`src/include/bexkat_config.svh`:
```
`ifndef BEXKAT_CONFIG_SVH
`define BEXKAT_CONFIG_SVH

// core data path width in bits
`define BEXKAT_DATA_WIDTH 32

// general purpose registers, r0 reads as zero
`define BEXKAT_REG_COUNT 16

// first fetch address
`define BEXKAT_RESET_PC 32'h0000_0000

`endif

```
`src/hdl/datapath_pkg.sv`:
```
`include "bexkat_config.svh"

package datapath_pkg;

  typedef logic [`BEXKAT_DATA_WIDTH-1:0] word_t;
  typedef logic [$clog2(`BEXKAT_REG_COUNT)-1:0] reg_idx_t;
  typedef logic [`BEXKAT_DATA_WIDTH/8-1:0] lanes_t; // one bit per byte lane

  typedef enum logic [2:0] {
    add, sub, and_op, or_op, xor_op, shl, shr, asr
  } alu_func_t;

  typedef struct packed {
    logic carry;
    logic negative;
    logic overflow;
    logic zero;
  } ccr_t;

  typedef enum logic [1:0] {pc_hold, pc_plus4, pc_branch} pc_sel_t;

  typedef enum logic [1:0] {mdr_hold, mdr_bus, mdr_reg_b} mdr_sel_t;

  // register write data source
  typedef enum logic [2:0] {wb_alu, wb_mul_lo, wb_mul_hi, wb_mdr, wb_imm} wb_sel_t;

  typedef enum logic {alu2_reg, alu2_imm} alu2_sel_t;

  typedef enum logic {addr_pc, addr_mar} addr_sel_t;

endpackage

```
`src/hdl/intcalc.sv`:
```
module intcalc import datapath_pkg::*; (
  input  logic                       clk,
  input  logic                       reset_n,
  input  word_t                      in1,
  input  word_t                      in2,
  output logic [2*$bits(word_t)-1:0] product
);

  localparam int W = $bits(word_t);

  logic signed [2*W-1:0] full;

  // operands widen with sign before the multiply
  assign full = $signed(in1) * $signed(in2);

  always_ff @(posedge clk or negedge reset_n) begin
    if (!reset_n) begin
      product <= '0;
    end else begin
      product <= full; // sampled every cycle, control waits one state
    end
  end

endmodule

```
`config.mk`:
```
export PLATFORM = sky130hd
export DESIGN_NAME = intcalc
export DESIGN_NICKNAME = d
export VERILOG_FILES = /design/src/hdl/datapath_pkg.sv /design/src/hdl/intcalc.sv
export VERILOG_INCLUDE_DIRS = /design/src /design/src/include
export SDC_FILE = /design/constraint.sdc
export NUM_CORES = 2
export LEC_CHECK = 0
export BUFFER_PORTS_ARGS = -buffer_cell sky130_fd_sc_hd__buf_2
export CAP_MARGIN = 0
export CORE_MARGIN = 5
export CORE_UTILIZATION = 39
export DETAILED_ROUTE_END_ITERATION = 16
export GPL_TIMING_DRIVEN = 0
export SLEW_MARGIN = 20
export SYNTH_ARGS = -nofsm -noshare
export SYNTH_HDL_FRONTEND = slang
export SYNTH_SLANG_ARGS = --single-unit
```
`constraint.sdc`:
```
create_clock -name clk -period 0.8 [get_ports clk]
set_input_delay 0.08 -clock clk [delete_from_list [all_inputs] [get_ports clk]]
set_output_delay 0.08 -clock clk [all_outputs]
set_load 0.02 [all_outputs]
```
==> impl_metrics.tcl <==
set metrics [dict create \
    setup_violations 126 \
    fin_nets 5615 \
    place.gp.congestion 1.00 \
    groute.usage.overall 0.282 \
    cts_buffer_depth 2 \
    worst_slew_margin_rel 0.537 \
    worstPathMaxFanout 10 \
    io_buffers 129 \
    dpl_worst_slack_ns -8.33 \
    drv_cap 0 \
    worstHoldStart "in2[0]" \
    synth_area_leaders "fa_1 (57%), inv_1 (9.4%), and2_1 (8.5%)" \
    regMostFlops "product" \
    cts_tree "yes" \
    initial_utilization 0.392 \
    first_global_vias 31986 \
    cts.clk_slew.worst_paths_ns 0.06 \
    stdcell_count 5586 \
    worstMarginPinSlew_ns 0.695 \
    grt_max_degree 49 \
    grt_pass1_wl_um 211000 \
    drt-initial-drc-count 2326 \
    fp.dieW_um 322 \
    synth_top_area_frac 0.571 \
    cts_sinks 64 \
    num_rows 114 \
    cp.required_ns 1.06 \
    root_buffer "clkbuf_16" \
    avgViaCountPerCell 5.18 \
    grtUsageMet1 0.356 \
    top_usage_layer "met2" \
    largest_reg_flops 64 \
    ios 130 \
    ys.flop_type "dfrtp_1" \
    postLayoutSetupSlackWorst_ns -6.28 \
    ys_ff_latch 64 \
    area_delta_synth_final_pct 25.0 \
    finalCritPeriodShare 8.85 \
    cp-start-kind "input port" \
    cts_buffers 9 \
    die_area_mm2 0.104 \
    fmax_ghz 0.141 \
    vias 28925 \
    syn_inst 3949 \
    synthArstFlopShare 1.00 \
    cp_common_cell "fa_1" \
    hpwl_um 118000 \
    syn_nets 5281 \
    hold_viol 0 \
    detail_route.wirelength_um 145000 \
    syn_area_per_cell_um2 9.61 \
    antenna_found_initial 26 \
    drc 0 \
    drtAntennaViolNets 0 \
    netlist.top_cell.by_area "fa_1" \
    slowest_stage "fa_2" \
    wire_per_inst_um 26.0 \
    place_inst 5355 \
    path_depth 26 \
    startpoint "in2[19]" \
    syn-cell-area_mm2 0.0380 \
    die_h_um 322 \
    ys.warnings.count 0 \
    hold_class "in -> reg" \
    holdPathStages 2 \
    drt-pass1-iter-count 5 \
    cp.arrival_ns 7.34 \
    max_stage_delay_ns 0.62 \
    core_mm2 0.0967 \
    crit_family "adder cells" \
    cp_num_buf_inv 7 \
    critical_path_class "in -> reg" \
    cts.htree.levels 3 \
    largestRegisters "product (64)" \
    status "finished, violations left" \
    grt_util_met3 0.0705 \
    violations "negative setup slack" \
    layout-drive-gt1-share 0.223 \
    fin_crit_ns 7.08 \
    cp-end-kind "flip-flop" \
    yosysUniqueCellTypes 70 \
    drv_slew 0 \
    synth_edf_count 0 \
    grtUsageMet2 0.454 \
    ys_seq_area_frac 0.0422 \
    rsz0062_at_grt "yes" \
    overflow 0 \
]
through the flow:
stage          area [µm²]  TNS (ns)  hold slack, ns  utilization
2_1_floorplan       39600   -290.05          -0.216            -
3_3_place_gp        41800   -422.25           0.508        0.432
3_5_place_dp        41900   -380.20         -0.0391        0.433
4_1_cts             45700   -323.23          0.0417        0.473
5_1_grt             47400   -332.27          0.0536        0.490
6_report            47400   -322.79          0.0739        0.490
cells in the mapped netlist, drive strengths merged (18+ instances only):
| library cell | number |
|---|---|
| fa | 1082 |
| inv | 949 |
| nand2 | 526 |
| and2 | 514 |
| clkbuf | 201 |
| a21o | 33 |
| o21ai | 42 |
| dfrtp | 64 |
| ha | 184 |
| nand3 | 18 |
| xnor2 | 52 |
| a21oi | 68 |
| nor2 | 61 |
| xor2 | 22 |
cell families (layout without fill, tap and decap cells):
kind of cell               count (synthesis)  count (layout)  share of synthesized area
AOI/OAI and AO/OA                        204             204                     0.0381
adders and majority gates               1266            1266                      0.631
DFF                                       64              64                     0.0422
and+or+nand+nor                         1178            1178                      0.156
xor gates and xnor gates                  74              74                     0.0171
buffers and inverters                   1163            1501                      0.116
other                                      0              23                          0
routing by layer:
layer	wire (µm)	share of wire
met4	9970	0.069
met1	54400	0.38
met5	38	0.00026
met2	67600	0.47
met3	13000	0.090
what timing repair did:
item,4_1_cts,5_1_grt
gates resized for setup,574,364
hold buffers,1,0
setup endpoints to repair,126,126
gates cloned,1,0
endpoints found under the hold margin,64,0
buffers inserted,133,77
pin swaps,130,169
final cells by class:
cell class / instances / area (µm²)
Tap cell: 1276 / 1600
Antenna cell: 23 / 57.6
Sequential cell: 64 / 1600
Inverter: 949 / 3590
Clock buffer: 12 / 256
Multi-Input combinational cell: 2722 / 33900
Timing Repair Buffer: 331 / 3320
Buffer: 206 / 3000
Fill cell: 9066 / 49300
Clock inverter: 3 / 65.1
worst paths after layout:
path,end
setup / recovery,product[62]
hold / removal,product[0]
max in group asynchronous,product[47]
min in group asynchronous,product[21]
cells in the final DEF (no fill, tap or decap), types with 34 or more instances in the layout:
cell type,count
nor2_1,47
nand2_1,493
and2_4,50
ha_1,126
fa_2,81
xnor2_1,39
inv_2,34
clkbuf_8,57
buf_6,126
buf_4,164
inv_1,907
ha_4,52
fa_1,1001
and2_1,462
clkbuf_16,67
dfrtp_1,64
Power is left out: the tool's default activity adds up to more than one toggle a clock period on the data nets, which glitch-free logic cannot reach.
