**src/include/bexkat_config.svh**
```systemverilog
`ifndef BEXKAT_CONFIG_SVH
`define BEXKAT_CONFIG_SVH

// core data path width in bits
`define BEXKAT_DATA_WIDTH 32

// general purpose registers, r0 reads as zero
`define BEXKAT_REG_COUNT 16

// first fetch address
`define BEXKAT_RESET_PC 32'h0000_0000

`endif

```
**src/hdl/datapath_pkg.sv**
```systemverilog
`include "bexkat_config.svh"

package datapath_pkg;

  typedef logic [`BEXKAT_DATA_WIDTH-1:0] word_t;
  typedef logic [$clog2(`BEXKAT_REG_COUNT)-1:0] reg_idx_t;
  typedef logic [`BEXKAT_DATA_WIDTH/8-1:0] lanes_t; // one bit per byte lane

  typedef enum logic [2:0] {
    add, sub, and_op, or_op, xor_op, shl, shr, asr
  } alu_func_t;

  typedef struct packed {
    logic carry;
    logic negative;
    logic overflow;
    logic zero;
  } ccr_t;

  typedef enum logic [1:0] {pc_hold, pc_plus4, pc_branch} pc_sel_t;

  typedef enum logic [1:0] {mdr_hold, mdr_bus, mdr_reg_b} mdr_sel_t;

  // register write data source
  typedef enum logic [2:0] {wb_alu, wb_mul_lo, wb_mul_hi, wb_mdr, wb_imm} wb_sel_t;

  typedef enum logic {alu2_reg, alu2_imm} alu2_sel_t;

  typedef enum logic {addr_pc, addr_mar} addr_sel_t;

endpackage

```
**src/hdl/alu.sv**
```systemverilog
module alu import datapath_pkg::*; (
  input  word_t     in1,
  input  word_t     in2,
  input  alu_func_t func,
  output word_t     result,
  output ccr_t      flags
);

  localparam int W  = $bits(word_t);
  localparam int SH = $clog2(W);

  logic [W:0]    sum;
  logic [W:0]    diff; // top bit is the borrow
  logic [SH-1:0] shamt;

  assign sum   = {1'b0, in1} + {1'b0, in2};
  assign diff  = {1'b0, in1} - {1'b0, in2};
  assign shamt = in2[SH-1:0];

  always_comb begin
    result         = sum[W-1:0];
    flags.carry    = 1'b0;
    flags.overflow = 1'b0;
    case (func)
      add: begin
        result         = sum[W-1:0];
        flags.carry    = sum[W];
        flags.overflow = (in1[W-1] == in2[W-1]) && (sum[W-1] != in1[W-1]);
      end
      sub: begin
        result         = diff[W-1:0];
        flags.carry    = diff[W];
        flags.overflow = (in1[W-1] != in2[W-1]) && (diff[W-1] != in1[W-1]);
      end
      and_op: result = in1 & in2;
      or_op:  result = in1 | in2;
      xor_op: result = in1 ^ in2;
      shl:    result = in1 << shamt;
      shr:    result = in1 >> shamt;
      asr:    result = word_t'($signed(in1) >>> shamt);
      default: result = sum[W-1:0];
    endcase
    flags.negative = result[W-1];
    flags.zero     = (result == '0);
  end

endmodule

```
**config.mk**
```make
export PLATFORM = sky130hd
export DESIGN_NAME = alu
export DESIGN_NICKNAME = d
export VERILOG_FILES = /design/src/hdl/datapath_pkg.sv /design/src/hdl/alu.sv
export VERILOG_INCLUDE_DIRS = /design/src /design/src/include
export SDC_FILE = /design/constraint.sdc
export NUM_CORES = 1
export LEC_CHECK = 0
export BUFFER_PORTS_ARGS = -buffer_cell sky130_fd_sc_hd__buf_2
export CAP_MARGIN = 15
export CELL_PAD_IN_SITES_DETAIL_PLACEMENT = 1
export CELL_PAD_IN_SITES_GLOBAL_PLACEMENT = 1
export CORE_ASPECT_RATIO = 0.8
export CORE_UTILIZATION = 27
export DETAILED_ROUTE_END_ITERATION = 12
export GPL_TIMING_DRIVEN = 0
export PLACE_DENSITY_LB_ADDON = 0.2
export SYNTH_ARGS = -nofsm -noshare
export SYNTH_HDL_FRONTEND = slang
export SYNTH_SLANG_ARGS = --single-unit
```
**constraint.sdc**
```tcl
create_clock -name vclk -period 18.75
set_clock_uncertainty 0.2 [all_clocks]
set_input_delay 1.875 -clock vclk [all_inputs]
set_output_delay 1.875 -clock vclk [all_outputs]
set_load 0.03 [all_outputs]
```
==> results.tsv <==
stage	metric	value	unit
synth	Seq/Total Area, Yosys	0	
drt	Vias	13192	
pwr	Max IR drop VDD	0.0220	mV
placement	Port Buffers	102	
worst_setup_path	worst path cell trace	buf_2 -> clkbuf_1 -> inv_1 -> buf_1 -> clkbuf_1 -> buf_2 -> clkbuf_1 -> ha_1 -> nand2b_1 -> a2111o_1 -> a2111oi_1 -> clkdlybuf4s18_2 -> o2111ai_1 -> a2111oi_0 -> nor3_1 -> a22o_1 -> a221oi_1 -> nor4_1 -> nand4b_1 -> nor4_2 -> buf_2	
drt	Final ANT Viol Nets	0	
drt	initial drt markers	1638	
worst_setup_path	critical path arrival	9580	ps
sta	Fin. Hold Viols	0	
synth	mux cell area share after synthesis	0.163	
worst_setup_path	WP data required	16670	ps
worst_setup_path	WP buf/inv	9	
global_route	total gr overflow	0	
worst_setup_path	crit-path leading delay family	buffers and inverters	
sta	RSZ-0062 raised after global routing	no	
worst_setup_path	WS Path Type	in2out	
finish	Layout fillers	4510	
cts	Gates resized, CTS repair	0	
global_route	largest net degree at the start of global routing	14	
finish	Core Util, Final	0.307	
worst_setup_path	Crit Path Max Fanout	11	
global_route	gr usage total	0.358	
die	DIE WIDTH	213	µm
sta	max-slew violation count	0	
run_status	status	finished, final reports clean	
sta	accumulated negative setup slack	0	ps
drt	Remaining DRCs	0	
worst_hold_path	HP Class	in2out	
synth	Net Count, Synth	1589	
die	# rows	61	
finish	Sequential cell area	0	µm²
synth	largest area contributor in the synthesized netlist	ha_1	
die	Ports	103	
synth	Synth Instances	1423	
synth	Synth Warn #	0	
placement	DP Cell Count	1999	
die	Die Ht	171	µm
finish	layout cells sized above 1	0.128	
finish	clkbuf count	0	
cts	post-CTS setup buffer count	0	
placement	gp weighted congestion	1.03	
synth	simple-gate portion of the synthesized area	0.242	
finish	FFs & Latches	0	
sta	final worst path period share	0.622	
sta	# setup viols final	0	
sta	slew at the pin closest to its max-slew limit	1240	ps
synth	Synth Area in Compound Gates	0.356	
placement	DP Worst Slack	7310	ps
sta	min cycle time layout	11660	ps
die	Die ar.	36300	µm²
synth	count leader, synth	nor2_1	
synth	largest family of logic cells by synthesized area	compound AO/OA/AOI/OAI gates	
sta	f_max	85.8	MHz
synth	Synth Area in Adders	0.131	
worst_setup_path	crit path max-delay cell type	a2111oi_0	
die	core area	34900	µm²
global_route	antenna violations before repair	3	
sta	final worst setup slack	7090	ps
synth	top-area cell type share of the netlist area	0.127	
finish	Antenna diodes	0	
synth	synthesized cell area	9590	µm²
synth	Post-synth top cells	nor2_1, nand2_1, a21oi_1	
drt	vias per cell	6.59	
run	# Max-Cap Violations	0	
drt	DR WL/cell	32.8	µm
worst_setup_path	CP max stage delay	1060	ps
synth	Yosys cell types	89	
finish	Non-Filler Instances	2001	
die	Initial Util	0.275	
pwr	static leakage	4.38	nW
pwr	pwr dens	37.8	nW/µm²
global_route	first-pass GRT wire length	93800	µm
finish	layout overhead on the synthesized area	11.8	%
finish	fin nets	1697	
synth	Syn Area/Cell	6.74	µm²
worst_setup_path	CP Capture Type	output port	
synth	largest cells by area after synthesis	ha_1, mux4_2, nor2_1	
synth	Post-Synth XOR/XNOR Area	0.0183	
placement	dpl hpwl	54700	µm
cts	Hold Buf Count CTS	0	
sta	Worst slew margin	0.170	
global_route	vias in the first global route	12762	
drt	DRT Pass-1 Iters	7	
drt	routed wire length	65700	µm
worst_setup_path	CP startpoint kind	primary input	
## cell families (layout without fill, tap and decap cells)
group,Yosys count,after routing
adder cells (fa/ha/maj),99,99
buffers and inverters,211,317
XOR/XNOR,20,20
multiplexers,109,109
AO/OA/AOI/OAI,493,493
AND/OR/NAND/NOR,491,491
## metal layers
layer / up-vias / global-route usage / share of wire / wire, µm
met5: - / 0 / 0.00040 / 26
li1: 5604 / - / - / -
met3: 103 / 0.0540 / 0.094 / 6160
met4: 4 / 0.0963 / 0.031 / 2050
met1: 6680 / 0.520 / 0.45 / 29800
met2: 801 / 0.542 / 0.42 / 27600
## cell usage in the layout, fill, tap and decap left out, types with 19 or more instances in the layout
cell type and count:
inv_1 100, o22ai_1 22, nor2_1 154, nor3_1 34, a21oi_1 105, mux2i_1 48, nand3_1 42, buf_2 110
mux4_2 35, ha_1 97, o211ai_1 30, nor2b_1 21, o21ai_0 78, nand2_1 141, mux2_2 19, clkbuf_1 85
a211oi_1 38
## through the flow
step	hold slack (ps)	instance area, µm²	total power (W)
after floorplan	3900	9590	0.000240
after global placement	4150	10700	0.000388
after detailed placement	4170	10700	0.000390
after CTS	4170	10700	0.000392
after global routing	4200	10700	0.000424
final	4180	10700	0.000405
## where the power goes
| group | internal, W | switching [W] | total, W |
|---|---|---|---|
| clock | 0 | 0 | 0 |
| combinational | 0.000121 | 0.000284 | 0.000405 |
| sequential | 0 | 0 | 0 |
## final timing paths
kind,from,to,depth (start not counted)
setup / recovery,in2[2],flags[0],21
hold / removal,in2[31],flags[3],5
## cell type report
type                            count  area, µm²  area share
Multi-Input combinational cell   1212       8730       0.814
Timing Repair Buffer              106        536      0.0500
Tap cell                          472        591      0.0551
Inverter                          103        387      0.0361
Buffer                            108        475      0.0444
Note: power is estimated with default switching activity, not from simulation.
