File: config.mk
export PLATFORM = sky130hd
export DESIGN_NAME = register_file
export DESIGN_NICKNAME = d
export VERILOG_FILES = /design/src/hdl/datapath_pkg.sv /design/src/hdl/register_file.sv
export VERILOG_INCLUDE_DIRS = /design/src /design/src/include
export SDC_FILE = /design/constraint.sdc
export NUM_CORES = 1
export LEC_CHECK = 0
export ABC_CLOCK_PERIOD_IN_PS = 2400
export BUFFER_PORTS_ARGS = -buffer_cell sky130_fd_sc_hd__buf_2
export CORE_ASPECT_RATIO = 0.7
export CORE_MARGIN = 5
export CORE_UTILIZATION = 45
export DETAILED_ROUTE_END_ITERATION = 7
export PLACE_DENSITY = 0.59
export SETUP_SLACK_MARGIN = 0.3
export SYNTH_ARGS = -nofsm -noshare
export SYNTH_HDL_FRONTEND = slang
export SYNTH_SLANG_ARGS = --single-unit
File: constraint.sdc
create_clock -name clk -period 2.4 [get_ports clk]
set_input_delay 0.48 -clock clk [delete_from_list [all_inputs] [get_ports clk]]
set_output_delay 0.48 -clock clk [all_outputs]
set_load 0.05 [all_outputs]
File: src/include/bexkat_config.svh
`ifndef BEXKAT_CONFIG_SVH
`define BEXKAT_CONFIG_SVH

// core data path width in bits
`define BEXKAT_DATA_WIDTH 32

// general purpose registers, r0 reads as zero
`define BEXKAT_REG_COUNT 16

// first fetch address
`define BEXKAT_RESET_PC 32'h0000_0000

`endif

File: src/hdl/datapath_pkg.sv
`include "bexkat_config.svh"

package datapath_pkg;

  typedef logic [`BEXKAT_DATA_WIDTH-1:0] word_t;
  typedef logic [$clog2(`BEXKAT_REG_COUNT)-1:0] reg_idx_t;
  typedef logic [`BEXKAT_DATA_WIDTH/8-1:0] lanes_t; // one bit per byte lane

  typedef enum logic [2:0] {
    add, sub, and_op, or_op, xor_op, shl, shr, asr
  } alu_func_t;

  typedef struct packed {
    logic carry;
    logic negative;
    logic overflow;
    logic zero;
  } ccr_t;

  typedef enum logic [1:0] {pc_hold, pc_plus4, pc_branch} pc_sel_t;

  typedef enum logic [1:0] {mdr_hold, mdr_bus, mdr_reg_b} mdr_sel_t;

  // register write data source
  typedef enum logic [2:0] {wb_alu, wb_mul_lo, wb_mul_hi, wb_mdr, wb_imm} wb_sel_t;

  typedef enum logic {alu2_reg, alu2_imm} alu2_sel_t;

  typedef enum logic {addr_pc, addr_mar} addr_sel_t;

endpackage

File: src/hdl/register_file.sv
`include "bexkat_config.svh"

module register_file import datapath_pkg::*; (
  input  logic     clk,
  input  logic     reset_n,
  input  reg_idx_t read_addr1,
  input  reg_idx_t read_addr2,
  input  reg_idx_t write_addr,
  input  word_t    write_data,
  input  logic     write_en,
  output word_t    data1,
  output word_t    data2
);

  word_t regs [`BEXKAT_REG_COUNT];

  always_ff @(posedge clk or negedge reset_n) begin
    if (!reset_n) begin
      for (int i = 0; i < `BEXKAT_REG_COUNT; i++) begin
        regs[i] <= '0;
      end
    end else if (write_en && write_addr != '0) begin
      regs[write_addr] <= write_data;
    end
  end

  // r0 is never written so it keeps its reset zero
  assign data1 = regs[read_addr1];
  assign data2 = regs[read_addr2];

  a_write_addr_known: assert property (@(posedge clk) disable iff (!reset_n)
    write_en |-> !$isunknown(write_addr));

endmodule

==> results by group, run 1 <==
Routing
  • DRT Pass-1 Iters: 4
  • Drt drc: 0
  • Via count: 16100
  • Initial DRC count: 1087
  • DRT antenna net count: 0
  • Vias per cell: 6.24
  • Final wirelength: 76400 um
  • Avg WL per Cell: 29.7 um

GRT
  • Global-route wire length before repair: 117000 um
  • Vias in the first global route: 17500
  • Tot GR Track Use: 24.6%
  • Largest net degree at the start of global routing: 67
  • Initial antenna violation count: 2
  • Gr ovfl total: 0

Synth
  • Post-Synthesis Cells: 1670
  • Mapped cell area: 26300 um2
  • Largest cells by area after synthesis: dfrtp_1 49%, mux4_2 22%, mux2_2 20%
  • Synthesized net count: 1717
  • Syn Area/Cell: 15.7 um2
  • Commonest cells in the netlist: 512 x dfrtp_1, 462 x mux2_2, 256 x mux4_2, 128 x a22oi_1, 120 x clkbuf_1
  • Leading cell type by number of instances after synthesis: dfrtp_1
  • Ys flop type: dfrtp_1
  • Register bit count reported by yosys: 512
  • Yosys top cell area share: 48.8%
  • Netlist cell types: 20
  • Post-synth ARST share: 100%
  • Yosys warns: 0
  • Register area share after synthesis: 48.8%
  • Number of flops mapped to enable cells by yosys: 0
  • Synth area leader: dfrtp_1

Timing
  • Fin. Hold Viols: 0
  • Maximum clock frequency: 398 MHz
  • Setup violators final: 64
  • Final max-slew violation count: 0
  • Worst Tran Pin Value: 578 ps
  • Clock Skews: 0 ps
  • Fin crit share: 105%
  • Minimum clock period: 2510 ps
  • Setup ws final: -112 ps
  • RSZ-0062 raised after global routing: yes
  • Final TNS setup: -3060 ps
  • Slew headroom: 61.5%

Status
  • Status: complete, but fails checks
  • Failing checks: negative setup slack

Pwr
  • Pleak: 13.2 nW
  • Switching share of power: 30.4%
  • Internal Power: 19.7 mW
  • Combinational Power Share: 28.3%
  • Reg power frac: 42.1%
  • VDD IR max: 0.655 mV
  • Sw Pwr: 8.59 mW
  • Clock share of power: 29.5%
  • Pwr dens: 875 nW/um2

Clocking
  • TritonCTS clock tree: done
  • CTS clock-pin slew for the worst setup and hold paths: 60 ps
  • Max H-tree Level: 2
  • Clock Path Buffers: 3
  • Clk_lat worst skew: 620 ps
  • CTS buffer count: 54
  • Clock sinks: 512
  • CTS Root Cell: clkbuf_16

Placement
  • Detailed Place HPWL: 47300 um
  • Placed cell area: 29900 um2
  • I/O Buffers: 110
  • Routability cong.: 0.765

Finish
  • Number of flip-flops in the largest register: 512
  • Top Registers: regs (512)
  • Share of cells above drive strength 1: 69.9%
  • Final nets: 1819
  • Reg with most FFs: regs
  • Synth-to-Final Area Change: 23.1%
  • Design area: 32300 um2
  • Filler Cells Inserted: 4503

Worst setup path
  • Element type at the critical path end: output pin
  • Cell depth of the worst flop-to-flop path: 3
  • Reg2Reg Setup Slack: 1390 ps
  • Startpoint type of the worst setup path: register
  • Worst r2r src: regs[162]
  • Required @ worst endpoint: 1920 ps
  • Crit path cell chain: mux4_2 > a22oi_2 > nand2_4 > buf_6
  • Data arrival, critical path: 2030 ps
  • Setup CP Type: reg2out
  • CP max stage cell: mux4_2
  • Max incr delay on CP: 480 ps
  • Worst-path maximum fanout: 3
  • Worst R2R End: regs[162]

Hold path
  • Hold path cells: 2
  • Hold WC Path Type: in2reg
  • Hold EP: regs[276]
  • Hold_sp: write_data[20]

Die
  • Die H: 212 um
  • Horiz. Die Dim: 299 um
  • Initial Utilization: 45.2%
  • Die area: 63400 um2
  • Core Area: 58100 um2
  • Io pins: 111
  • Num rows: 74

Flow run
  • Maxcap violations: 0
==> cell type report <==
cell class | instances | area, um2 | area share, %
antenna | 1 | 2.50 | 0.00774
clock buffer | 76 | 1570 | 4.87
clock inverter | 22 | 181 | 0.561
multi-input combinational | 958 | 13800 | 42.6
sequential | 512 | 12800 | 39.6
tap | 760 | 951 | 2.94
timing repair buffer | 246 | 3030 | 9.36
==> layout by cell type (no fill, tap or decap), types with 2 or more instances in the layout <==
| master | Yosys | layout |
|---|---|---|
| clkinvlp_4 | 0 | 2 |
| nand3b_1 | 3 | 3 |
| clkbuf_8 | 0 | 14 |
| a22oi_2 | 0 | 128 |
| buf_6 | 9 | 32 |
| nor2b_4 | 0 | 4 |
| buf_12 | 0 | 71 |
| clkbuf_1 | 120 | 8 |
| and2_2 | 0 | 2 |
| mux4_2 | 256 | 256 |
| nand2b_1 | 3 | 2 |
| or3_2 | 0 | 3 |
| clkinv_2 | 0 | 16 |
| buf_4 | 2 | 65 |
| buf_2 | 68 | 41 |
| nand2_4 | 0 | 64 |
| nor2_4 | 0 | 11 |
| buf_8 | 0 | 36 |
| inv_16 | 0 | 2 |
| mux2_1 | 18 | 18 |
| mux2_2 | 462 | 462 |
| clkbuf_16 | 0 | 54 |
| dfrtp_1 | 512 | 512 |
==> cells by family after synthesis <==
| family | Yosys count | share of synthesized area, % |
|---|---|---|
| mux | 736 | 42.5 |
| flops | 512 | 48.8 |
| simple gates | 94 | 1.55 |
| compound gates | 128 | 3.66 |
| buf+inv | 200 | 3.47 |
==> timing repair <==
action,in CTS,in global routing
setup buffers,7,4
resized for setup,144,22
hold endpoints to repair,37,0
pin swaps,85,80
setup endpoints to repair,64,64
hold buffers,1,0
==> metal layers <==
metal,routed length (um),track usage (%),part of all wire [%],vias up
met5,20,0,0.026,-
met4,2050,6.77,2.7,2
met3,3810,4.49,5.0,121
met2,36300,39.5,47,403
met1,34200,35.2,45,8860
li1,-,-,-,6693
==> metrics by stage <==
| stage | cells | hold slack [ps] | utilization, % | setup slack, ps | power, mW |
|---|---|---|---|---|---|
| global route | 2574 | 287 | 55.7 | -165 | 29.6 |
| detailed placement | 2464 | 382 | 51.6 | -123 | 19.5 |
| CTS | 2570 | 256 | 55.5 | -181 | 28.4 |
| global placement | 2464 | 376 | 51.6 | -105 | 19.2 |
| finish | 2575 | 298 | 55.7 | -112 | 28.3 |
| floorplan | 1670 | 184 | - | 297 | 17.5 |
==> critical path, delay by kind of cell, from the launching register on <==
kind                   cells  cell delay [ps]
buffers and inverters      1              170
AOI/OAI and AO/OA          1              260
DFF                        1              400
muxes                      1              480
and+or+nand+nor            1              100
==> power groups by stage <==
stage	Sequential, mW	Clock [mW]	Combinational, mW
6_report	11.9	8.36	8.02
5_1_grt	12.1	8.90	8.52
4_1_cts	11.9	8.57	8.00
3_5_place_dp	12.0	0	7.47
3_3_place_gp	11.9	0	7.32
2_1_floorplan	11.5	0	5.95
==> worst max path at each step <==
stage | start | end | slack [ps] | depth (start not counted)
3_3_place_gp | read_addr1[0] | data1[30] | -110 | 7
2_1_floorplan | read_addr1[0] | data1[17] | 300 | 5
5_1_grt | regs[143] | data2[15] | -160 | 4
3_5_place_dp | read_addr1[0] | data1[4] | -120 | 6
4_1_cts | regs[510] | data1[30] | -180 | 4
6_report | regs[446] | data1[30] | -110 | 4
Power figures use the tool's default switching activity.
==> inputs of run 2 (changes only) <==
--- a/config.mk
+++ b/config.mk
@@ -13,2 +13,3 @@
 export CORE_UTILIZATION = 45
+export CTS_BUF_LIST = sky130_fd_sc_hd__clkbuf_8
 export DETAILED_ROUTE_END_ITERATION = 7
--- a/constraint.sdc
+++ b/constraint.sdc
@@ -3,2 +3,2 @@
 set_output_delay 0.48 -clock clk [all_outputs]
-set_load 0.05 [all_outputs]
+set_load 0.005 [all_outputs]
==> run 2 against run 1 <==
Effect of this change:
- the flow still finishes with violations (negative setup slack)
- critical path depth unchanged
- first-iteration DRC count rose by 18%
- core utilization fell by 2.0 points
- flip-flop and latch count did not move
- total power is 8.5% lower
- highest routed layer unchanged
==> results by group, run 2 (synthesized netlist as in run 1, its figures left out) <==
Status
  • Status: complete, but fails checks
  • Failing checks: negative setup slack

Routing
  • Drt drc: 0
  • DR top layer: met5
  • DRT antenna net count: 0
  • Avg WL per Cell: 29.4 um
  • Final wirelength: 77200 um
  • Via count: 16500
  • Vias per cell: 6.27
  • Metal3 WL: 3650 um
  • Met2 WL: 36600 um
  • Initial DRC count: 1282
  • DRT Pass-1 Iters: 4
  • M1 WL: 35000 um

Clocking
  • Clock sinks: 512
  • CTS clock-pin slew for the worst setup and hold paths: 60 ps
  • CTS buffer count: 83
  • Clock Path Buffers: 3
  • CTS Root Cell: clkbuf_8
  • Max H-tree Level: 3
  • Clk_lat worst skew: 650 ps
  • TritonCTS clock tree: done

Timing
  • Slew headroom: 62.0%
  • Final max-slew violation count: 0
  • Setup ws final: -108 ps
  • Minimum clock period: 2510 ps
  • Setup violators final: 54
  • Fin. Hold Viols: 0
  • Fin crit share: 104%
  • Maximum clock frequency: 399 MHz
  • RSZ-0062 raised after global routing: yes
  • Clock Skews: 0 ps
  • Hold WS: 247 ps
  • Worst Tran Pin Value: 570 ps

Finish
  • Top Registers: regs (512)
  • Reg with most FFs: regs
  • Share of cells above drive strength 1: 66.3%
  • Synth-to-Final Area Change: 18.7%
  • Most frequent cells in the layout: 512 x dfrtp_1, 462 x mux2_2, 256 x mux4_2
  • Final nets: 1853
  • Commonest non-fill, non-tap cell in the layout: dfrtp_1
  • Number of flip-flops in the largest register: 512
  • Fin util: 53.7%
  • Filler Cells Inserted: 4697

GRT
  • Tot GR Track Use: 24.8%
  • Gr ovfl total: 0
  • Largest net degree at the start of global routing: 100
  • Vias in the first global route: 17600
  • Initial antenna violation count: 6
  • Global-route wire length before repair: 117000 um

Worst setup path
  • Required @ worst endpoint: 1920 ps
  • Worst r2r src: regs[224]
  • Element type at the critical path end: output pin
  • Cell depth of the worst flop-to-flop path: 2
  • Data arrival, critical path: 2030 ps
  • Worst R2R End: regs[224]
  • Setup CP Type: reg2out
  • Startpoint type of the worst setup path: register
  • Worst-path maximum fanout: 3
  • Reg2Reg Setup Slack: 1480 ps

Placement
  • Routability cong.: 0.759
  • I/O Buffers: 110
  • Detailed Place HPWL: 47500 um

Die
  • Die H: 212 um
  • Core Area: 58100 um2
  • Horiz. Die Dim: 299 um
  • Initial Utilization: 45.2%
  • Num rows: 74
  • Die area: 63400 um2
  • Io pins: 111

Hold path
  • Hold EP: regs[243]
  • Hold_sp: write_data[19]
  • Hold path cells: 2
  • Hold WC Path Type: in2reg

Pwr
  • VDD IR max: 0.414 mV
  • Pleak: 13.1 nW
  • Pwr dens: 830 nW/um2

Flow run
  • Maxcap violations: 0
[run 2: changes by cell type in the layout (fill, tap and decap cells not counted), moves of 8 or more]
| cell | change |
|---|---|
| a22oi_1 | +27 |
| a22oi_2 | -27 |
| buf_12 | -14 |
| buf_2 | +45 |
| buf_4 | +17 |
| buf_6 | -11 |
| buf_8 | -34 |
| clkbuf_1 | -8 |
| clkbuf_16 | -54 |
| clkbuf_8 | +90 |
| inv_1 | +24 |
| nand2_1 | +38 |
| nand2_2 | +25 |
| nand2_4 | -63 |
[run 2: area by class of cell]
type | instances | area, um2 | share of cell area [%]
Tap cell | 760 | 951 | 3.05
Clock inverter | 38 | 215 | 0.690
Antenna cell | 2 | 5.00 | 0.0161
Clock buffer | 104 | 1430 | 4.59
Sequential cell | 512 | 12800 | 41.1
Timing Repair Buffer | 251 | 2520 | 8.08
Multi-Input combinational cell | 958 | 13200 | 42.5
[run 2: metal layers]
metal  global-route usage (%)  up-vias
li1                         -     6787
met1                     35.7     9084
met2                     39.5      453
met3                     4.44      139
met4                     6.61        2
met5                        0        -
[run 2: what timing repair did]
item                       in CTS  in global routing
pin swaps                     124                 23
setup endpoints to repair      64                 64
cloned                          1                  0
buffers inserted                8                  2
hold endpoints to repair       22                  0
hold buffers                    1                  0
gates resized for setup       120                 33
[run 2: per-stage QoR]
| step | cells | TNS, ps | total power, mW | area, um2 | setup WS (ps) |
|---|---|---|---|---|---|
| after CTS | 2621 | -6420 | 26.0 | 31000 | -183 |
| after floorplan | 1670 | 0 | 15.8 | 26400 | 287 |
| after global routing | 2624 | -9190 | 27.2 | 31200 | -206 |
| after global placement | 2469 | -3010 | 17.5 | 28700 | -135 |
| final | 2625 | -2390 | 25.9 | 31200 | -108 |
| after detailed placement | 2469 | -3020 | 17.8 | 28700 | -137 |
[run 2: worst max-delay path, cell delays in order (launching register included)]
cell     delay [ps]
dfrtp_1         400
mux4_2          470
a22oi_2         200
nand2_2         130
buf_6           150
[run 2: worst max path at each step]
stage                   from         to  slack, ps
2_1_floorplan  read_addr2[0]  data2[10]        290
3_3_place_gp   read_addr2[0]  data2[21]       -140
3_5_place_dp   read_addr2[0]  data2[21]       -140
4_1_cts            regs[392]   data1[8]       -180
5_1_grt            regs[392]   data1[8]       -210
6_report           regs[435]  data2[19]       -110
[run 2: report_power, final]
| part | internal, mW | switching (mW) | total, mW |
|---|---|---|---|
| clock | 4.09 | 3.56 | 7.66 |
| sequential | 10.5 | 1.37 | 11.9 |
| combinational | 3.92 | 2.39 | 6.32 |
| total | 18.6 | 7.32 | 25.9 |
==> inputs of run 3 (changes only) <==
CORE_ASPECT_RATIO = default   (was 0.7)
==> run 3 against run 2 <==
Effect of this change:
- the flow still finishes with violations (negative setup slack)
- setup slack improved by 8.5 ps
- count of clock-buffer cells in the layout increased by 17
- sequential power hardly changed
- non-clock buffer count rose by 8
- first-iteration DRC count down 28%
- via count fell by 1.3%
- fmax grew 0.34%
- cell count increased by 1.1%
- sequential share of layout area shrank 0.39 points
- combinational power fell by 1%
- critical path type unchanged
==> results by group, run 3 (synthesized netlist as in run 1, its figures left out) <==
Routing
  • M1 WL: 32800 um
  • Met2 WL: 36400 um
  • DRT antenna net count: 0
  • Via count: 16300
  • Avg WL per Cell: 28.0 um
  • Drt drc: 0
  • Vias per cell: 6.13
  • Initial DRC count: 927
  • DRT Pass-1 Iters: 5
  • DR top layer: met5
  • Metal3 WL: 3460 um
  • Final wirelength: 74400 um

Pwr
  • Sw Pwr: 7.25 mW
  • Pwr dens: 835 nW/um2
  • VDD IR max: 0.517 mV
  • Pleak: 13.3 nW
  • Reg power frac: 45.2%
  • Combinational Power Share: 23.8%
  • Switching share of power: 27.6%
  • Clock share of power: 31.0%
  • Internal Power: 19.0 mW

Flow run
  • Maxcap violations: 0

Finish
  • Number of flip-flops in the largest register: 512
  • Commonest non-fill, non-tap cell in the layout: dfrtp_1
  • Design area: 31500 um2
  • Reg with most FFs: regs
  • Final nets: 1868
  • Top Registers: regs (512)
  • Share of cells above drive strength 1: 66.5%
  • Synth-to-Final Area Change: 19.8%
  • Most frequent cells in the layout: 512 x dfrtp_1, 462 x mux2_2, 256 x mux4_2

Clocking
  • Max H-tree Level: 3
  • CTS buffer count: 90
  • Clock sinks: 512
  • Clk_lat worst skew: 660 ps
  • CTS clock-pin slew for the worst setup and hold paths: 60 ps
  • CTS Root Cell: clkbuf_8
  • Clock Path Buffers: 3
  • TritonCTS clock tree: done

Worst setup path
  • Setup CP Type: reg2out
  • Worst r2r src: regs[396]
  • Required @ worst endpoint: 1920 ps
  • CP max stage cell: mux4_2
  • Worst R2R End: regs[396]
  • Worst-path maximum fanout: 3
  • Element type at the critical path end: output pin
  • Startpoint type of the worst setup path: register
  • Data arrival, critical path: 2020 ps
  • Max incr delay on CP: 490 ps
  • Cell depth of the worst flop-to-flop path: 2
  • Reg2Reg Setup Slack: 1490 ps
  • Crit path cell chain: mux4_2 > a22oi_2 > nand2_1 > buf_2

Timing
  • Clock Skews: 0 ps
  • Setup violators final: 58
  • Slew headroom: 57.6%
  • Fin. Hold Viols: 0
  • RSZ-0062 raised after global routing: yes
  • Hold WS: 239 ps
  • Final max-slew violation count: 0
  • Fin crit share: 104%
  • Setup ws final: -99.4 ps
  • Minimum clock period: 2500 ps
  • Maximum clock frequency: 400 MHz
  • Worst Tran Pin Value: 636 ps

GRT
  • Initial antenna violation count: 6
  • Global-route wire length before repair: 114000 um
  • Gr ovfl total: 0
  • Vias in the first global route: 17700
  • Tot GR Track Use: 23.8%
  • Largest net degree at the start of global routing: 65

Hold path
  • Hold path cells: 2
  • Hold_sp: write_data[19]
  • Hold EP: regs[371]
  • Hold WC Path Type: in2reg

Placement
  • I/O Buffers: 110
  • Routability cong.: 0.764
  • Placed cell area: 28700 um2
  • Detailed Place HPWL: 43600 um
  • Post-Place Setup Slack: -126 ps

Die
  • Die H: 252 um
  • Num rows: 88
  • Die area: 63300 um2
  • Io pins: 111
  • Initial Utilization: 45.4%
  • Core Area: 57800 um2
  • Horiz. Die Dim: 252 um

Status
  • Failing checks: negative setup slack
  • Status: complete, but fails checks
[run 3: metal layers]
metal | vias to the layer above | global-route usage (%)
met3 | 124 | 4.74
met4 | 4 | 6.30
met2 | 420 | 38.2
li1 | 6788 | -
met5 | - | 0
met1 | 8922 | 33.6
[run 3: how the worst max path moves through the flow]
stage                  start   endpoint  slack, ps  cells past startpoint
4_1_cts            regs[154]  data1[26]       -170                      4
3_3_place_gp   read_addr1[0]   data1[8]       -130                      6
3_5_place_dp   read_addr2[0]  data2[24]       -130                      7
6_report           regs[418]   data1[2]       -100                      4
5_1_grt            regs[165]   data2[5]       -210                      4
2_1_floorplan  read_addr2[0]  data2[10]        290                      5
[run 3: area by class of cell]
| type | count | area, um2 |
|---|---|---|
| fillers | 4697 | 26300 |
| flip-flops and latches | 512 | 12800 |
| multi-input cells | 958 | 13200 |
| clock buffers | 121 | 1670 |
| well taps | 765 | 957 |
| diodes | 3 | 7.51 |
| clock inverters | 36 | 176 |
| repair buffers | 259 | 2620 |
[run 3: timing repair]
action	4_1_cts	5_1_grt
hold buffers	1	0
pin swaps	102	36
gates cloned	3	0
buffers inserted	7	8
endpoints found under the setup margin	64	64
endpoints found under the hold margin	44	0
gates resized for setup	98	49
[run 3: critical path, delay by kind of cell (launching register included)]
kind / cells / cell delay, ps
simple gates: 1 / 120
buf+inv: 1 / 150
mux: 1 / 490
flops: 1 / 400
compound gates: 1 / 190
[run 3: per-stage QoR]
stage                     instances  power, mW  TNS [ps]  utilization, %
after floorplan                1670       15.8         0               -
after global placement         2475       17.5     -3510            49.7
after detailed placement       2475       17.8     -3850            49.7
after CTS                      2643       26.4     -6800            53.9
after global routing           2654       27.7     -8770            54.4
final                          2654       26.3     -2380            54.4
[run 3: power by group through the flow]
stage	registers, mW	clock network [mW]	logic, mW
finish	11.9	8.14	6.24
global placement	11.8	0	5.65
CTS	11.8	8.39	6.13
floorplan	11.5	0	4.25
detailed placement	12.0	0	5.79
global route	12.1	8.81	6.74
