$ cat src/include/bexkat_config.svh
`ifndef BEXKAT_CONFIG_SVH
`define BEXKAT_CONFIG_SVH

// core data path width in bits
`define BEXKAT_DATA_WIDTH 32

// general purpose registers, r0 reads as zero
`define BEXKAT_REG_COUNT 16

// first fetch address
`define BEXKAT_RESET_PC 32'h0000_0000

`endif

$ cat src/hdl/isa_pkg.sv
package isa_pkg;

  localparam int OPCODE_W  = 4;
  localparam int FUNC_W    = 3;
  localparam int REG_IDX_W = 4;
  localparam int IMM_W     = 16;
  localparam int INSTR_W   = 32;
  localparam int RC_LSB    = 12; // rc sits in the top nibble of imm16

  typedef enum logic [OPCODE_W-1:0] {
    op_alu_rr  = 4'h0,
    op_alu_imm = 4'h1,
    op_ldi     = 4'h2,
    op_mul     = 4'h3,
    op_mulh    = 4'h4,
    op_ldw     = 4'h5,
    op_stw     = 4'h6,
    op_ldb     = 4'h7,
    op_stb     = 4'h8,
    op_bra     = 4'h9,
    op_beq     = 4'ha,
    op_halt    = 4'hf
  } opcode_t;

  typedef struct packed {
    opcode_t               opcode; // 31:28
    logic [FUNC_W-1:0]     func;   // 27:25
    logic                  spare;  // 24
    logic [REG_IDX_W-1:0]  ra;     // 23:20
    logic [REG_IDX_W-1:0]  rb;     // 19:16
    logic [IMM_W-1:0]      imm16;  // 15:0, also holds rc
  } instr_t;

  function automatic logic [REG_IDX_W-1:0] instr_rc(instr_t i);
    return i.imm16[RC_LSB +: REG_IDX_W];
  endfunction

  function automatic logic [INSTR_W-1:0] imm_sext(instr_t i);
    return {{(INSTR_W-IMM_W){i.imm16[IMM_W-1]}}, i.imm16};
  endfunction

endpackage

$ cat src/hdl/datapath_pkg.sv
`include "bexkat_config.svh"

package datapath_pkg;

  typedef logic [`BEXKAT_DATA_WIDTH-1:0] word_t;
  typedef logic [$clog2(`BEXKAT_REG_COUNT)-1:0] reg_idx_t;
  typedef logic [`BEXKAT_DATA_WIDTH/8-1:0] lanes_t; // one bit per byte lane

  typedef enum logic [2:0] {
    add, sub, and_op, or_op, xor_op, shl, shr, asr
  } alu_func_t;

  typedef struct packed {
    logic carry;
    logic negative;
    logic overflow;
    logic zero;
  } ccr_t;

  typedef enum logic [1:0] {pc_hold, pc_plus4, pc_branch} pc_sel_t;

  typedef enum logic [1:0] {mdr_hold, mdr_bus, mdr_reg_b} mdr_sel_t;

  // register write data source
  typedef enum logic [2:0] {wb_alu, wb_mul_lo, wb_mul_hi, wb_mdr, wb_imm} wb_sel_t;

  typedef enum logic {alu2_reg, alu2_imm} alu2_sel_t;

  typedef enum logic {addr_pc, addr_mar} addr_sel_t;

endpackage

$ cat src/hdl/control.sv
module control import isa_pkg::*, datapath_pkg::*; (
  input  logic       clk,
  input  logic       reset_n,
  input  instr_t     ir,
  input  ccr_t       ccr,
  input  logic       waitrequest,
  input  logic [1:0] addr_low,
  output pc_sel_t    pc_sel,
  output mdr_sel_t   mdr_sel,
  output wb_sel_t    wb_sel,
  output alu2_sel_t  alu2_sel,
  output addr_sel_t  addr_sel,
  output alu_func_t  alu_func,
  output reg_idx_t   read_addr1,
  output reg_idx_t   read_addr2,
  output reg_idx_t   write_addr,
  output logic       reg_write,
  output logic       ir_write,
  output logic       ccr_write,
  output logic       mar_write,
  output logic       read,
  output logic       write,
  output lanes_t     byteenable,
  output logic       halted
);

  typedef enum logic [2:0] {
    st_fetch, st_decode, st_execute, st_mul_wait, st_memory, st_writeback, st_halted
  } state_t;

  state_t state, state_next;
  logic bus_armed; // strobe allowed after the address setup cycle
  logic fetch_en;  // low until the first edge after reset
  logic mem_done;
  logic is_alu, is_mul, is_load, is_store, is_byte, is_halt;
  logic writes_reg, taken;

  assign is_alu     = ir.opcode inside {op_alu_rr, op_alu_imm};
  assign is_mul     = ir.opcode inside {op_mul, op_mulh};
  assign is_load    = ir.opcode inside {op_ldw, op_ldb};
  assign is_store   = ir.opcode inside {op_stw, op_stb};
  assign is_byte    = ir.opcode inside {op_ldb, op_stb};
  assign is_halt    = ir.opcode == op_halt;
  assign writes_reg = is_alu | is_mul | is_load | (ir.opcode == op_ldi);
  assign taken      = (ir.opcode == op_bra) | ((ir.opcode == op_beq) & ccr.zero);

  assign mem_done = (state == st_memory) && bus_armed && !waitrequest;

  assign read_addr1 = ir.rb;
  assign read_addr2 = is_store ? ir.ra : instr_rc(ir); // store source rides port 2
  assign write_addr = ir.ra;

  always_ff @(posedge clk or negedge reset_n) begin
    if (!reset_n) begin
      state     <= st_fetch;
      bus_armed <= 1'b0;
      fetch_en  <= 1'b0;
    end else begin
      state     <= state_next;
      bus_armed <= (state == st_memory) && !mem_done;
      fetch_en  <= 1'b1;
    end
  end

  always_comb begin
    case (ir.opcode)
      op_mul:         wb_sel = wb_mul_lo;
      op_mulh:        wb_sel = wb_mul_hi;
      op_ldw, op_ldb: wb_sel = wb_mdr;
      op_ldi:         wb_sel = wb_imm;
      default:        wb_sel = wb_alu;
    endcase
  end

  always_comb begin
    state_next = state;
    pc_sel     = pc_hold;
    mdr_sel    = mdr_hold;
    addr_sel   = addr_pc;
    alu_func   = is_alu ? alu_func_t'(ir.func) : add; // add forms the effective address
    alu2_sel   = (ir.opcode == op_alu_rr) ? alu2_reg : alu2_imm;
    reg_write  = 1'b0;
    ir_write   = 1'b0;
    ccr_write  = 1'b0;
    mar_write  = 1'b0;
    read       = 1'b0;
    write      = 1'b0;
    byteenable = '1;
    halted     = 1'b0;
    case (state)
      st_fetch: begin
        read = fetch_en;
        if (fetch_en && !waitrequest) begin
          ir_write   = 1'b1;
          pc_sel     = pc_plus4;
          state_next = st_decode;
        end
      end
      st_decode: state_next = st_execute;
      st_execute: begin
        ccr_write = is_alu;
        mar_write = is_load | is_store;
        if (is_store)
          mdr_sel = mdr_reg_b;
        if (taken)
          pc_sel = pc_branch;
        if (is_mul)
          state_next = st_mul_wait; // product lands in the multiplier register
        else if (is_load || is_store)
          state_next = st_memory;
        else
          state_next = st_writeback;
      end
      st_mul_wait: state_next = st_writeback;
      st_memory: begin
        addr_sel = addr_mar;
        if (is_byte)
          byteenable = lanes_t'(1) << addr_low;
        read  = is_load & bus_armed;
        write = is_store & bus_armed;
        if (mem_done) begin
          if (is_load)
            mdr_sel = mdr_bus;
          state_next = st_writeback;
        end
      end
      st_writeback: begin
        reg_write = writes_reg;
        if (is_halt) begin
          halted     = 1'b1;
          state_next = st_halted;
        end else begin
          state_next = st_fetch;
        end
      end
      st_halted: halted = 1'b1; // idle until reset
      default: state_next = st_fetch;
    endcase
  end

  a_one_strobe: assert property (@(posedge clk) disable iff (!reset_n)
    !(read && write));

  // bus request must not change while stalled
  a_stall_hold: assert property (@(posedge clk) disable iff (!reset_n)
    (read || write) && waitrequest |=> $stable({read, write, byteenable}));

  a_byte_lane: assert property (@(posedge clk) disable iff (!reset_n)
    is_byte && (read || write) && (state == st_memory) |-> $onehot(byteenable));

endmodule

$ cat config.mk
export PLATFORM = sky130hd
export DESIGN_NAME = control
export DESIGN_NICKNAME = d
export VERILOG_FILES = /design/src/hdl/isa_pkg.sv /design/src/hdl/datapath_pkg.sv /design/src/hdl/control.sv
export VERILOG_INCLUDE_DIRS = /design/src /design/src/include
export SDC_FILE = /design/constraint.sdc
export NUM_CORES = 1
export LEC_CHECK = 0
export BUFFER_PORTS_ARGS = -buffer_cell sky130_fd_sc_hd__buf_2
export CAP_MARGIN = 40
export CORE_MARGIN = 2
export CORE_UTILIZATION = 37
export CTS_BUF_LIST = sky130_fd_sc_hd__clkbuf_16
export CTS_CLUSTER_DIAMETER = 100
export DETAILED_ROUTE_END_ITERATION = 8
export GPL_TIMING_DRIVEN = 1
export PLACE_DENSITY = 0.84
export SYNTH_ARGS = -nofsm -noshare
export SYNTH_HDL_FRONTEND = slang
export SYNTH_SLANG_ARGS = --single-unit
export TNS_END_PERCENT = 10
$ cat constraint.sdc
create_clock -name clk -period 2.1 [get_ports clk]
set_input_delay 0.105 -clock clk [delete_from_list [all_inputs] [get_ports clk]]
set_output_delay 0.105 -clock clk [all_outputs]
set_load 0.05 [all_outputs]
==> flow_results.xml, run 1 <==
<?xml version="1.0" encoding="UTF-8"?>
<metrics>
  <group name="clock_network">
    <metric name="cts_htree_levels" unit="">1</metric>
    <metric name="clock_insertion_delay_worst_skew" unit="ns">0.22</metric>
    <metric name="cts_buffers" unit="">3</metric>
    <metric name="clkTransAtPathRegs" unit="ns">0.03</metric>
    <metric name="clock-sinks" unit="">5</metric>
    <metric name="clk_path_buf_depth" unit="">2</metric>
    <metric name="cts_tree" unit="">yes</metric>
    <metric name="cts_root_buffer" unit="">clkbuf_16</metric>
  </group>
  <group name="floorplan">
    <metric name="initial_utilization" unit="%">40.1</metric>
    <metric name="io-pin-count" unit="">76</metric>
    <metric name="die_width" unit="µm">47.5</metric>
    <metric name="die_height" unit="µm">47.5</metric>
    <metric name="die_area" unit="µm²">2250</metric>
    <metric name="rows" unit="">15</metric>
    <metric name="placeableCoreArea" unit="µm²">1750</metric>
  </group>
  <group name="yosys">
    <metric name="synth-edff-count" unit="">0</metric>
    <metric name="yosys.area.top_type_share" unit="%">17.9</metric>
    <metric name="ys_async_sr_fraction" unit="%">100</metric>
    <metric name="ys_top_cells_by_count" unit="">nor2_1 (9), buf_4 (8)</metric>
    <metric name="synth_largest_area_cell" unit="">dfrtp_1</metric>
    <metric name="ys_dominant_reg_cell" unit="">dfrtp_1</metric>
    <metric name="synth_area_per_cell" unit="µm²">7.86</metric>
    <metric name="post_synthesis_cell_type_count" unit="">37</metric>
    <metric name="syn-instance-count" unit="">89</metric>
    <metric name="ys_warn_count" unit="">0</metric>
    <metric name="synth_most_common_cell" unit="">nor2_1</metric>
    <metric name="synth_area_leaders" unit="">dfrtp_1 (18%), buf_4 (8.6%), mux2_4 (8.6%)</metric>
    <metric name="syn_nets" unit="">130</metric>
    <metric name="mappedNetlistArea" unit="µm²">699</metric>
    <metric name="ys_seq_area_share" unit="%">17.9</metric>
    <metric name="synthesis_stage_register_bit_count" unit="">5</metric>
  </group>
  <group name="setup_path">
    <metric name="crit_slowest_cell" unit="">or3b_2</metric>
    <metric name="critPathKind" unit="">reg -&gt; out</metric>
    <metric name="timing.critical_path.to_type" unit="">output pin</metric>
    <metric name="path_buf_inv" unit="">2</metric>
    <metric name="critical_path.startpoint_type" unit="">flop</metric>
    <metric name="cp_data_arrival_time" unit="ns">1.80</metric>
    <metric name="cp_top_family" unit="">simple AND/OR/NAND/NOR gates</metric>
    <metric name="critPathMaxFanout" unit="">11</metric>
    <metric name="crit_path_cell_trace" unit="">or3b_2 -&gt; inv_1 -&gt; nand2_1 -&gt; nor2_1 -&gt; buf_2</metric>
    <metric name="worst_ep_required_time" unit="ns">2.00</metric>
    <metric name="critPathMaxStageDelay" unit="ns">0.57</metric>
  </group>
  <group name="timing">
    <metric name="timing.hold.ws" unit="ns">0.184</metric>
    <metric name="hold_violations" unit="">0</metric>
    <metric name="unrepaired_setup_endpoints_after_global_routing" unit="">no</metric>
    <metric name="final_max_slew_viol_count" unit="">0</metric>
    <metric name="layout_worst_path_cycle_share" unit="%">90.7</metric>
    <metric name="fmax" unit="MHz">525</metric>
    <metric name="timing.clock.skew" unit="ns">0.0000714</metric>
    <metric name="final_critical_path_setup_slack" unit="ns">0.195</metric>
    <metric name="finalWorstPathRequiredPeriod" unit="ns">1.91</metric>
    <metric name="setup-violations-final" unit="">0</metric>
  </group>
  <group name="global_route">
    <metric name="via_count_of_the_first_global_routing_pass" unit="">663</metric>
    <metric name="grt_first_pass_wirelength" unit="µm">2590</metric>
    <metric name="pin_count_of_the_biggest_net_entering_global_routing" unit="">14</metric>
    <metric name="grt.overflow.total" unit="">0</metric>
    <metric name="grtUsageTotal" unit="%">16.2</metric>
    <metric name="antenna_violations_before_repair" unit="">0</metric>
  </group>
  <group name="drt">
    <metric name="detail_route.wl_per_cell" unit="µm">12.0</metric>
    <metric name="vias_per_cell" unit="">5.05</metric>
    <metric name="postRouteWirelength" unit="µm">1850</metric>
    <metric name="first_iter_violations" unit="">5</metric>
    <metric name="drc_errors" unit="">0</metric>
    <metric name="routed-via-count" unit="">782</metric>
    <metric name="antenna_nets_post_route" unit="">0</metric>
    <metric name="drt_pre_antenna_iters" unit="">4</metric>
  </group>
  <group name="placed_design">
    <metric name="place_ws" unit="ns">0.336</metric>
    <metric name="placed_cells" unit="">150</metric>
    <metric name="place.gp.congestion" unit="">0.703</metric>
    <metric name="placement.cell_area" unit="µm²">898</metric>
    <metric name="hpwlAfterDp" unit="µm">1480</metric>
    <metric name="number_of_input_and_output_port_buffers_inserted" unit="">51</metric>
  </group>
  <group name="final_layout">
    <metric name="finalNetCount" unit="">172</metric>
    <metric name="final_cell_count_no_fill" unit="">155</metric>
    <metric name="antenna-diode-count" unit="">0</metric>
    <metric name="final_area" unit="µm²">992</metric>
    <metric name="layout-drive-gt1-share" unit="%">52.3</metric>
    <metric name="area_growth" unit="%">41.9</metric>
    <metric name="fillCellCount" unit="">163</metric>
  </group>
  <group name="outcome">
    <metric name="outcome" unit="">finished, final reports clean</metric>
  </group>
  <group name="power">
    <metric name="power.static_leakage" unit="nW">0.522</metric>
    <metric name="pwr_density_cell" unit="nW/µm²">1090</metric>
    <metric name="vdd.ir_drop.worst" unit="µV">823</metric>
  </group>
  <group name="hold_path">
    <metric name="timing.hold.worst.class" unit="">in -&gt; reg</metric>
  </group>
  <group name="flow_run">
    <metric name="max_cap_check_violation_count" unit="">0</metric>
  </group>
</metrics>
==> cell type report <==
class                           count  area [µm²]  share of cell area, %
Multi-Input combinational cell     64         472                   47.5
Timing Repair Buffer               52         265                   26.7
Sequential cell                     5         126                   12.7
Clock buffer                        3        75.1                   7.57
Tap cell                           25        31.3                   3.15
Inverter                            5        18.8                   1.89
Clock inverter                      1        3.75                  0.378
==> cells in the final DEF, fill, tap and decap left out, types with 2 or more instances in the layout <==
master / synthesis / layout
and2_1: 3 / 3
nor2b_1: 3 / 3
nor2_1: 9 / 9
a21oi_1: 5 / 4
and2b_2: 2 / 2
buf_2: 1 / 51
dfrtp_1: 5 / 4
clkbuf_16: 0 / 3
mux2_4: 4 / 4
nand4b_1: 2 / 2
o21ai_0: 5 / 5
nand2_1: 2 / 2
nor3_1: 2 / 2
nand2b_1: 4 / 4
nor3b_1: 2 / 2
inv_1: 5 / 6
nor4_1: 2 / 2
==> report_power, final <==
group	internal (mW)	switching (mW)
clock network	0.246	0.0560
registers	0.135	0.0817
logic	0.184	0.380
total	0.566	0.518
==> repair_timing <==
action                                  4_1_cts  5_1_grt
endpoints found under the setup margin        0        4
hold buffers                                  1        0
gates resized for setup                       0        2
hold endpoints to repair                      5        0
setup buffers                                 0        0
==> cells by family after synthesis <==
group / after synthesis / synth area share [%]
simple gates: 40 / 36.7
buf+inv: 20 / 16.3
compound gates: 17 / 17.4
mux: 5 / 10.0
flops: 5 / 17.9
xor+xnor: 1 / 1.25
other cells: 1 / 0.536
==> per-layer routing <==
metal	wire, µm	track usage, %	up-vias
li1	-	-	387
met1	791	18.2	350
met2	855	30.0	41
met3	195	1.89	4
met4	10	7.78	0
met5	0	0	-
==> through the flow <==
stage                     util, %  power, mW  TNS [ns]
final                        56.8       1.08         0
after global routing         56.8       1.15         0
after CTS                    56.6       1.08         0
after detailed placement     51.5      0.772         0
after global placement       51.5      0.751         0
after floorplan                 -      0.680    -0.892
==> final timing paths <==
path,start,to,slack (ns),cells after the start
min in group asynchronous,reset_n,fetch_en,0.22,2
worst min register to register,bus_armed,bus_armed,0.67,2
max in group asynchronous,reset_n,state[2],1.74,2
worst min-delay path,waitrequest,bus_armed,0.18,3
worst max register to register,state[0],state[0],0.58,4
worst max-delay path,state[0],write,0.19,5
==> flip-flops by register name, summed over array words and instances (netlist names) <==
name / flops
state: 3
bus_armed: 1
fetch_en: 1
==> worst reg2reg max path: stages (launching register included) <==
cell and delay, ns:
dfrtp_1 0.48, or3b_2 0.57, inv_1 0.12, a221oi_1 0.08, a21oi_1 0.18
Note: power is estimated with default switching activity, not from simulation.
==> run 2, diff against run 1 <==
Settings changed: ABC_AREA set to 1, CORE_UTILIZATION 37 to 35, PLACE_DENSITY 0.84 to 0.82.
==> run 2 against run 1 <==
Net effect: routed wire length shrank 3.7%; fmax grew 6.5%; hold slack gained 0.026 ns; clock power is essentially flat; die area shrank 2.2%; critical path depth shrank 1; design area shrank 2.6%; clock skew is essentially flat; cell count grew 27%.
==> flow_results.xml, run 2 <==
<?xml version="1.0" encoding="UTF-8"?>
<metrics>
  <group name="outcome">
    <metric name="outcome" unit="">finished, final reports clean</metric>
  </group>
  <group name="global_route">
    <metric name="via_count_of_the_first_global_routing_pass" unit="">730</metric>
    <metric name="antenna_violations_before_repair" unit="">0</metric>
    <metric name="grtUsageTotal" unit="%">16.9</metric>
    <metric name="grt.overflow.total" unit="">0</metric>
    <metric name="pin_count_of_the_biggest_net_entering_global_routing" unit="">7</metric>
    <metric name="grt_first_pass_wirelength" unit="µm">2660</metric>
  </group>
  <group name="yosys">
    <metric name="mappedNetlistArea" unit="µm²">646</metric>
    <metric name="synth_area_leaders" unit="">nand2_1 (24%), dfrtp_1 (19%), inv_1 (12%)</metric>
    <metric name="ys_async_sr_fraction" unit="%">100</metric>
    <metric name="yosys.area.top_type_share" unit="%">23.8</metric>
    <metric name="ys_warn_count" unit="">0</metric>
    <metric name="syn-instance-count" unit="">124</metric>
    <metric name="ys_seq_area_share" unit="%">19.4</metric>
    <metric name="post_synthesis_cell_type_count" unit="">18</metric>
    <metric name="yosys-mux-area-fraction" unit="%">0</metric>
    <metric name="ys_dominant_reg_cell" unit="">dfrtp_1</metric>
    <metric name="synthAdderAreaFrac" unit="%">0</metric>
    <metric name="synthXorXnorAreaFrac" unit="%">0</metric>
    <metric name="synth_largest_area_cell" unit="">nand2_1</metric>
    <metric name="compound_gate_portion_of_the_synthesized_area" unit="%">8.14</metric>
    <metric name="synth_area_per_cell" unit="µm²">5.21</metric>
    <metric name="synth_most_common_cell" unit="">nand2_1</metric>
    <metric name="synth-edff-count" unit="">0</metric>
    <metric name="synthesis_stage_register_bit_count" unit="">5</metric>
    <metric name="synth_top_family_by_area" unit="">simple AND/OR/NAND/NOR gates</metric>
    <metric name="syn_nets" unit="">165</metric>
    <metric name="ys_top_cells_by_count" unit="">nand2_1 (41), inv_1 (21), nor2_1 (20)</metric>
    <metric name="synth_simple_gate_area_share" unit="%">48.1</metric>
  </group>
  <group name="timing">
    <metric name="final_max_slew_viol_count" unit="">0</metric>
    <metric name="finalSetupTns" unit="ns">0</metric>
    <metric name="timing.clock.skew" unit="ns">0.000137</metric>
    <metric name="finalWorstPathRequiredPeriod" unit="ns">1.79</metric>
    <metric name="setup-violations-final" unit="">0</metric>
    <metric name="hold_violations" unit="">0</metric>
    <metric name="unrepaired_setup_endpoints_after_global_routing" unit="">no</metric>
    <metric name="fmax" unit="MHz">559</metric>
    <metric name="layout_worst_path_cycle_share" unit="%">85.2</metric>
  </group>
  <group name="clock_network">
    <metric name="cts_root_buffer" unit="">clkbuf_16</metric>
    <metric name="cts-resized-gates" unit="">0</metric>
    <metric name="clock-sinks" unit="">5</metric>
    <metric name="cts-hold-fix-buffers" unit="">1</metric>
    <metric name="number_of_buffers_added_for_setup_after_cts" unit="">0</metric>
    <metric name="cts_tree" unit="">yes</metric>
    <metric name="clkTransAtPathRegs" unit="ns">0.03</metric>
    <metric name="cts_buffers" unit="">3</metric>
    <metric name="clock_insertion_delay_worst_skew" unit="ns">0.23</metric>
    <metric name="clk_path_buf_depth" unit="">2</metric>
    <metric name="cts_htree_levels" unit="">1</metric>
  </group>
  <group name="drt">
    <metric name="first_iter_violations" unit="">19</metric>
    <metric name="postRouteWirelength" unit="µm">1790</metric>
    <metric name="routed-via-count" unit="">903</metric>
    <metric name="vias_per_cell" unit="">4.58</metric>
    <metric name="antenna_nets_post_route" unit="">0</metric>
    <metric name="detail_route.wl_per_cell" unit="µm">9.06</metric>
    <metric name="drc_errors" unit="">0</metric>
    <metric name="drt_pre_antenna_iters" unit="">4</metric>
  </group>
  <group name="setup_path">
    <metric name="crit_path_cell_trace" unit="">inv_1 -&gt; nand3_1 -&gt; nor4_1 -&gt; buf_2</metric>
    <metric name="crit_slowest_cell" unit="">dfrtp_1</metric>
    <metric name="critPathMaxFanout" unit="">5</metric>
    <metric name="critPathMaxStageDelay" unit="ns">0.40</metric>
    <metric name="critical_path.startpoint_type" unit="">flop</metric>
    <metric name="critPathKind" unit="">reg -&gt; out</metric>
    <metric name="timing.critical_path.to_type" unit="">output pin</metric>
    <metric name="cp_data_arrival_time" unit="ns">1.68</metric>
    <metric name="worst_ep_required_time" unit="ns">2.00</metric>
  </group>
  <group name="final_layout">
    <metric name="mostFrequentLayoutCell" unit="">buf_2</metric>
    <metric name="final_area" unit="µm²">966</metric>
    <metric name="finalNetCount" unit="">214</metric>
    <metric name="area_growth" unit="%">49.6</metric>
    <metric name="final_cell_mix" unit="">buf_2 (51), nand2_1 (41), inv_1 (22)</metric>
    <metric name="final-seq-area" unit="µm²">125</metric>
    <metric name="layout-drive-gt1-share" unit="%">36.6</metric>
    <metric name="largest_registers" unit="">state (3), bus_armed (1), fetch_en (1)</metric>
    <metric name="registers.top_by_ff_count" unit="">state</metric>
    <metric name="multi_input_combinational_cell_area" unit="µm²">372</metric>
    <metric name="fillCellCount" unit="">191</metric>
    <metric name="largest_reg_flops" unit="">3</metric>
    <metric name="antenna-diode-count" unit="">0</metric>
  </group>
  <group name="hold_path">
    <metric name="timing.hold.worst.class" unit="">in -&gt; out</metric>
  </group>
  <group name="floorplan">
    <metric name="initial_utilization" unit="%">37.4</metric>
    <metric name="die_area" unit="µm²">2200</metric>
    <metric name="die_width" unit="µm">47.0</metric>
    <metric name="io-pin-count" unit="">76</metric>
    <metric name="placeableCoreArea" unit="µm²">1730</metric>
    <metric name="die_height" unit="µm">47.0</metric>
    <metric name="rows" unit="">15</metric>
  </group>
  <group name="power">
    <metric name="vdd.ir_drop.worst" unit="µV">496</metric>
    <metric name="pwr_density_cell" unit="nW/µm²">551</metric>
    <metric name="power.static_leakage" unit="nW">0.626</metric>
  </group>
  <group name="placed_design">
    <metric name="place.gp.congestion" unit="">0.916</metric>
    <metric name="placement.cell_area" unit="µm²">877</metric>
    <metric name="hpwlAfterDp" unit="µm">1530</metric>
    <metric name="number_of_input_and_output_port_buffers_inserted" unit="">51</metric>
  </group>
  <group name="flow_run">
    <metric name="max_cap_check_violation_count" unit="">0</metric>
  </group>
</metrics>
==> run 2: final timing paths <==
kind | cells past startpoint | from | end | slack, ns
worst min register to register | 3 | bus_armed | bus_armed | 0.54
worst max-delay path | 4 | state[2] | pc_sel[1] | 0.31
worst max register to register | 7 | state[2] | state[0] | 0.82
worst min-delay path | 0 | ir[17] | read_addr1[1] | 0.21
max in group asynchronous | 2 | reset_n | fetch_en | 1.75
min in group asynchronous | 2 | reset_n | state[1] | 0.22
==> run 2: kinds of logic after synthesis <==
family	count (synthesis)
buffers and inverters	33
flip-flops	5
AND/OR/NAND/NOR	76
other	1
AO/OA/AOI/OAI	9
==> run 2: report_power, final <==
part | internal [mW] | total (mW) | switching (mW) | leakage [nW]
registers | 0.0980 | 0.0985 | 0.000537 | 0.0571
clock network | 0.246 | 0.304 | 0.0580 | 0.0423
logic | 0.0345 | 0.130 | 0.0951 | 0.526
total | 0.379 | 0.532 | 0.154 | 0.626
==> run 2: per-stage QoR <==
step / utilization (%) / setup WS (ns) / std cells / hold WS, ns / power (mW)
3_5_place_dp: 50.8 / 0.570 / 192 / -0.0753 / 0.228
3_3_place_gp: 50.8 / 0.709 / 192 / -0.0827 / 0.225
6_report: 55.9 / 0.311 / 197 / 0.210 / 0.532
2_1_floorplan: - / -0.188 / 124 / -0.191 / 0.209
5_1_grt: 55.9 / 0.241 / 197 / 0.210 / 0.556
4_1_cts: 55.9 / 0.324 / 197 / 0.210 / 0.537
==> run 2: final cells by class <==
| type | count | share of cell area (%) |
|---|---|---|
| Tap cell | 25 | 3.24 |
| Clock buffer | 3 | 7.77 |
| Clock inverter | 1 | 0.389 |
| Inverter | 25 | 9.72 |
| Multi-Input combinational cell | 86 | 38.5 |
| Sequential cell | 5 | 13.0 |
| Timing Repair Buffer | 52 | 27.5 |
==> run 2: worst max-delay path: cells and delay by family, from the launching register on <==
family,cells,cell delay [ns]
AND/OR/NAND/NOR,2,0.57
flip-flops,1,0.40
buffers and inverters,2,0.49
==> run 2: metal layers <==
metal	global-route usage, %	share of wire [%]
met5	0	0
met4	11.7	2.9
met3	1.15	7.3
met2	31.8	51
met1	17.5	39
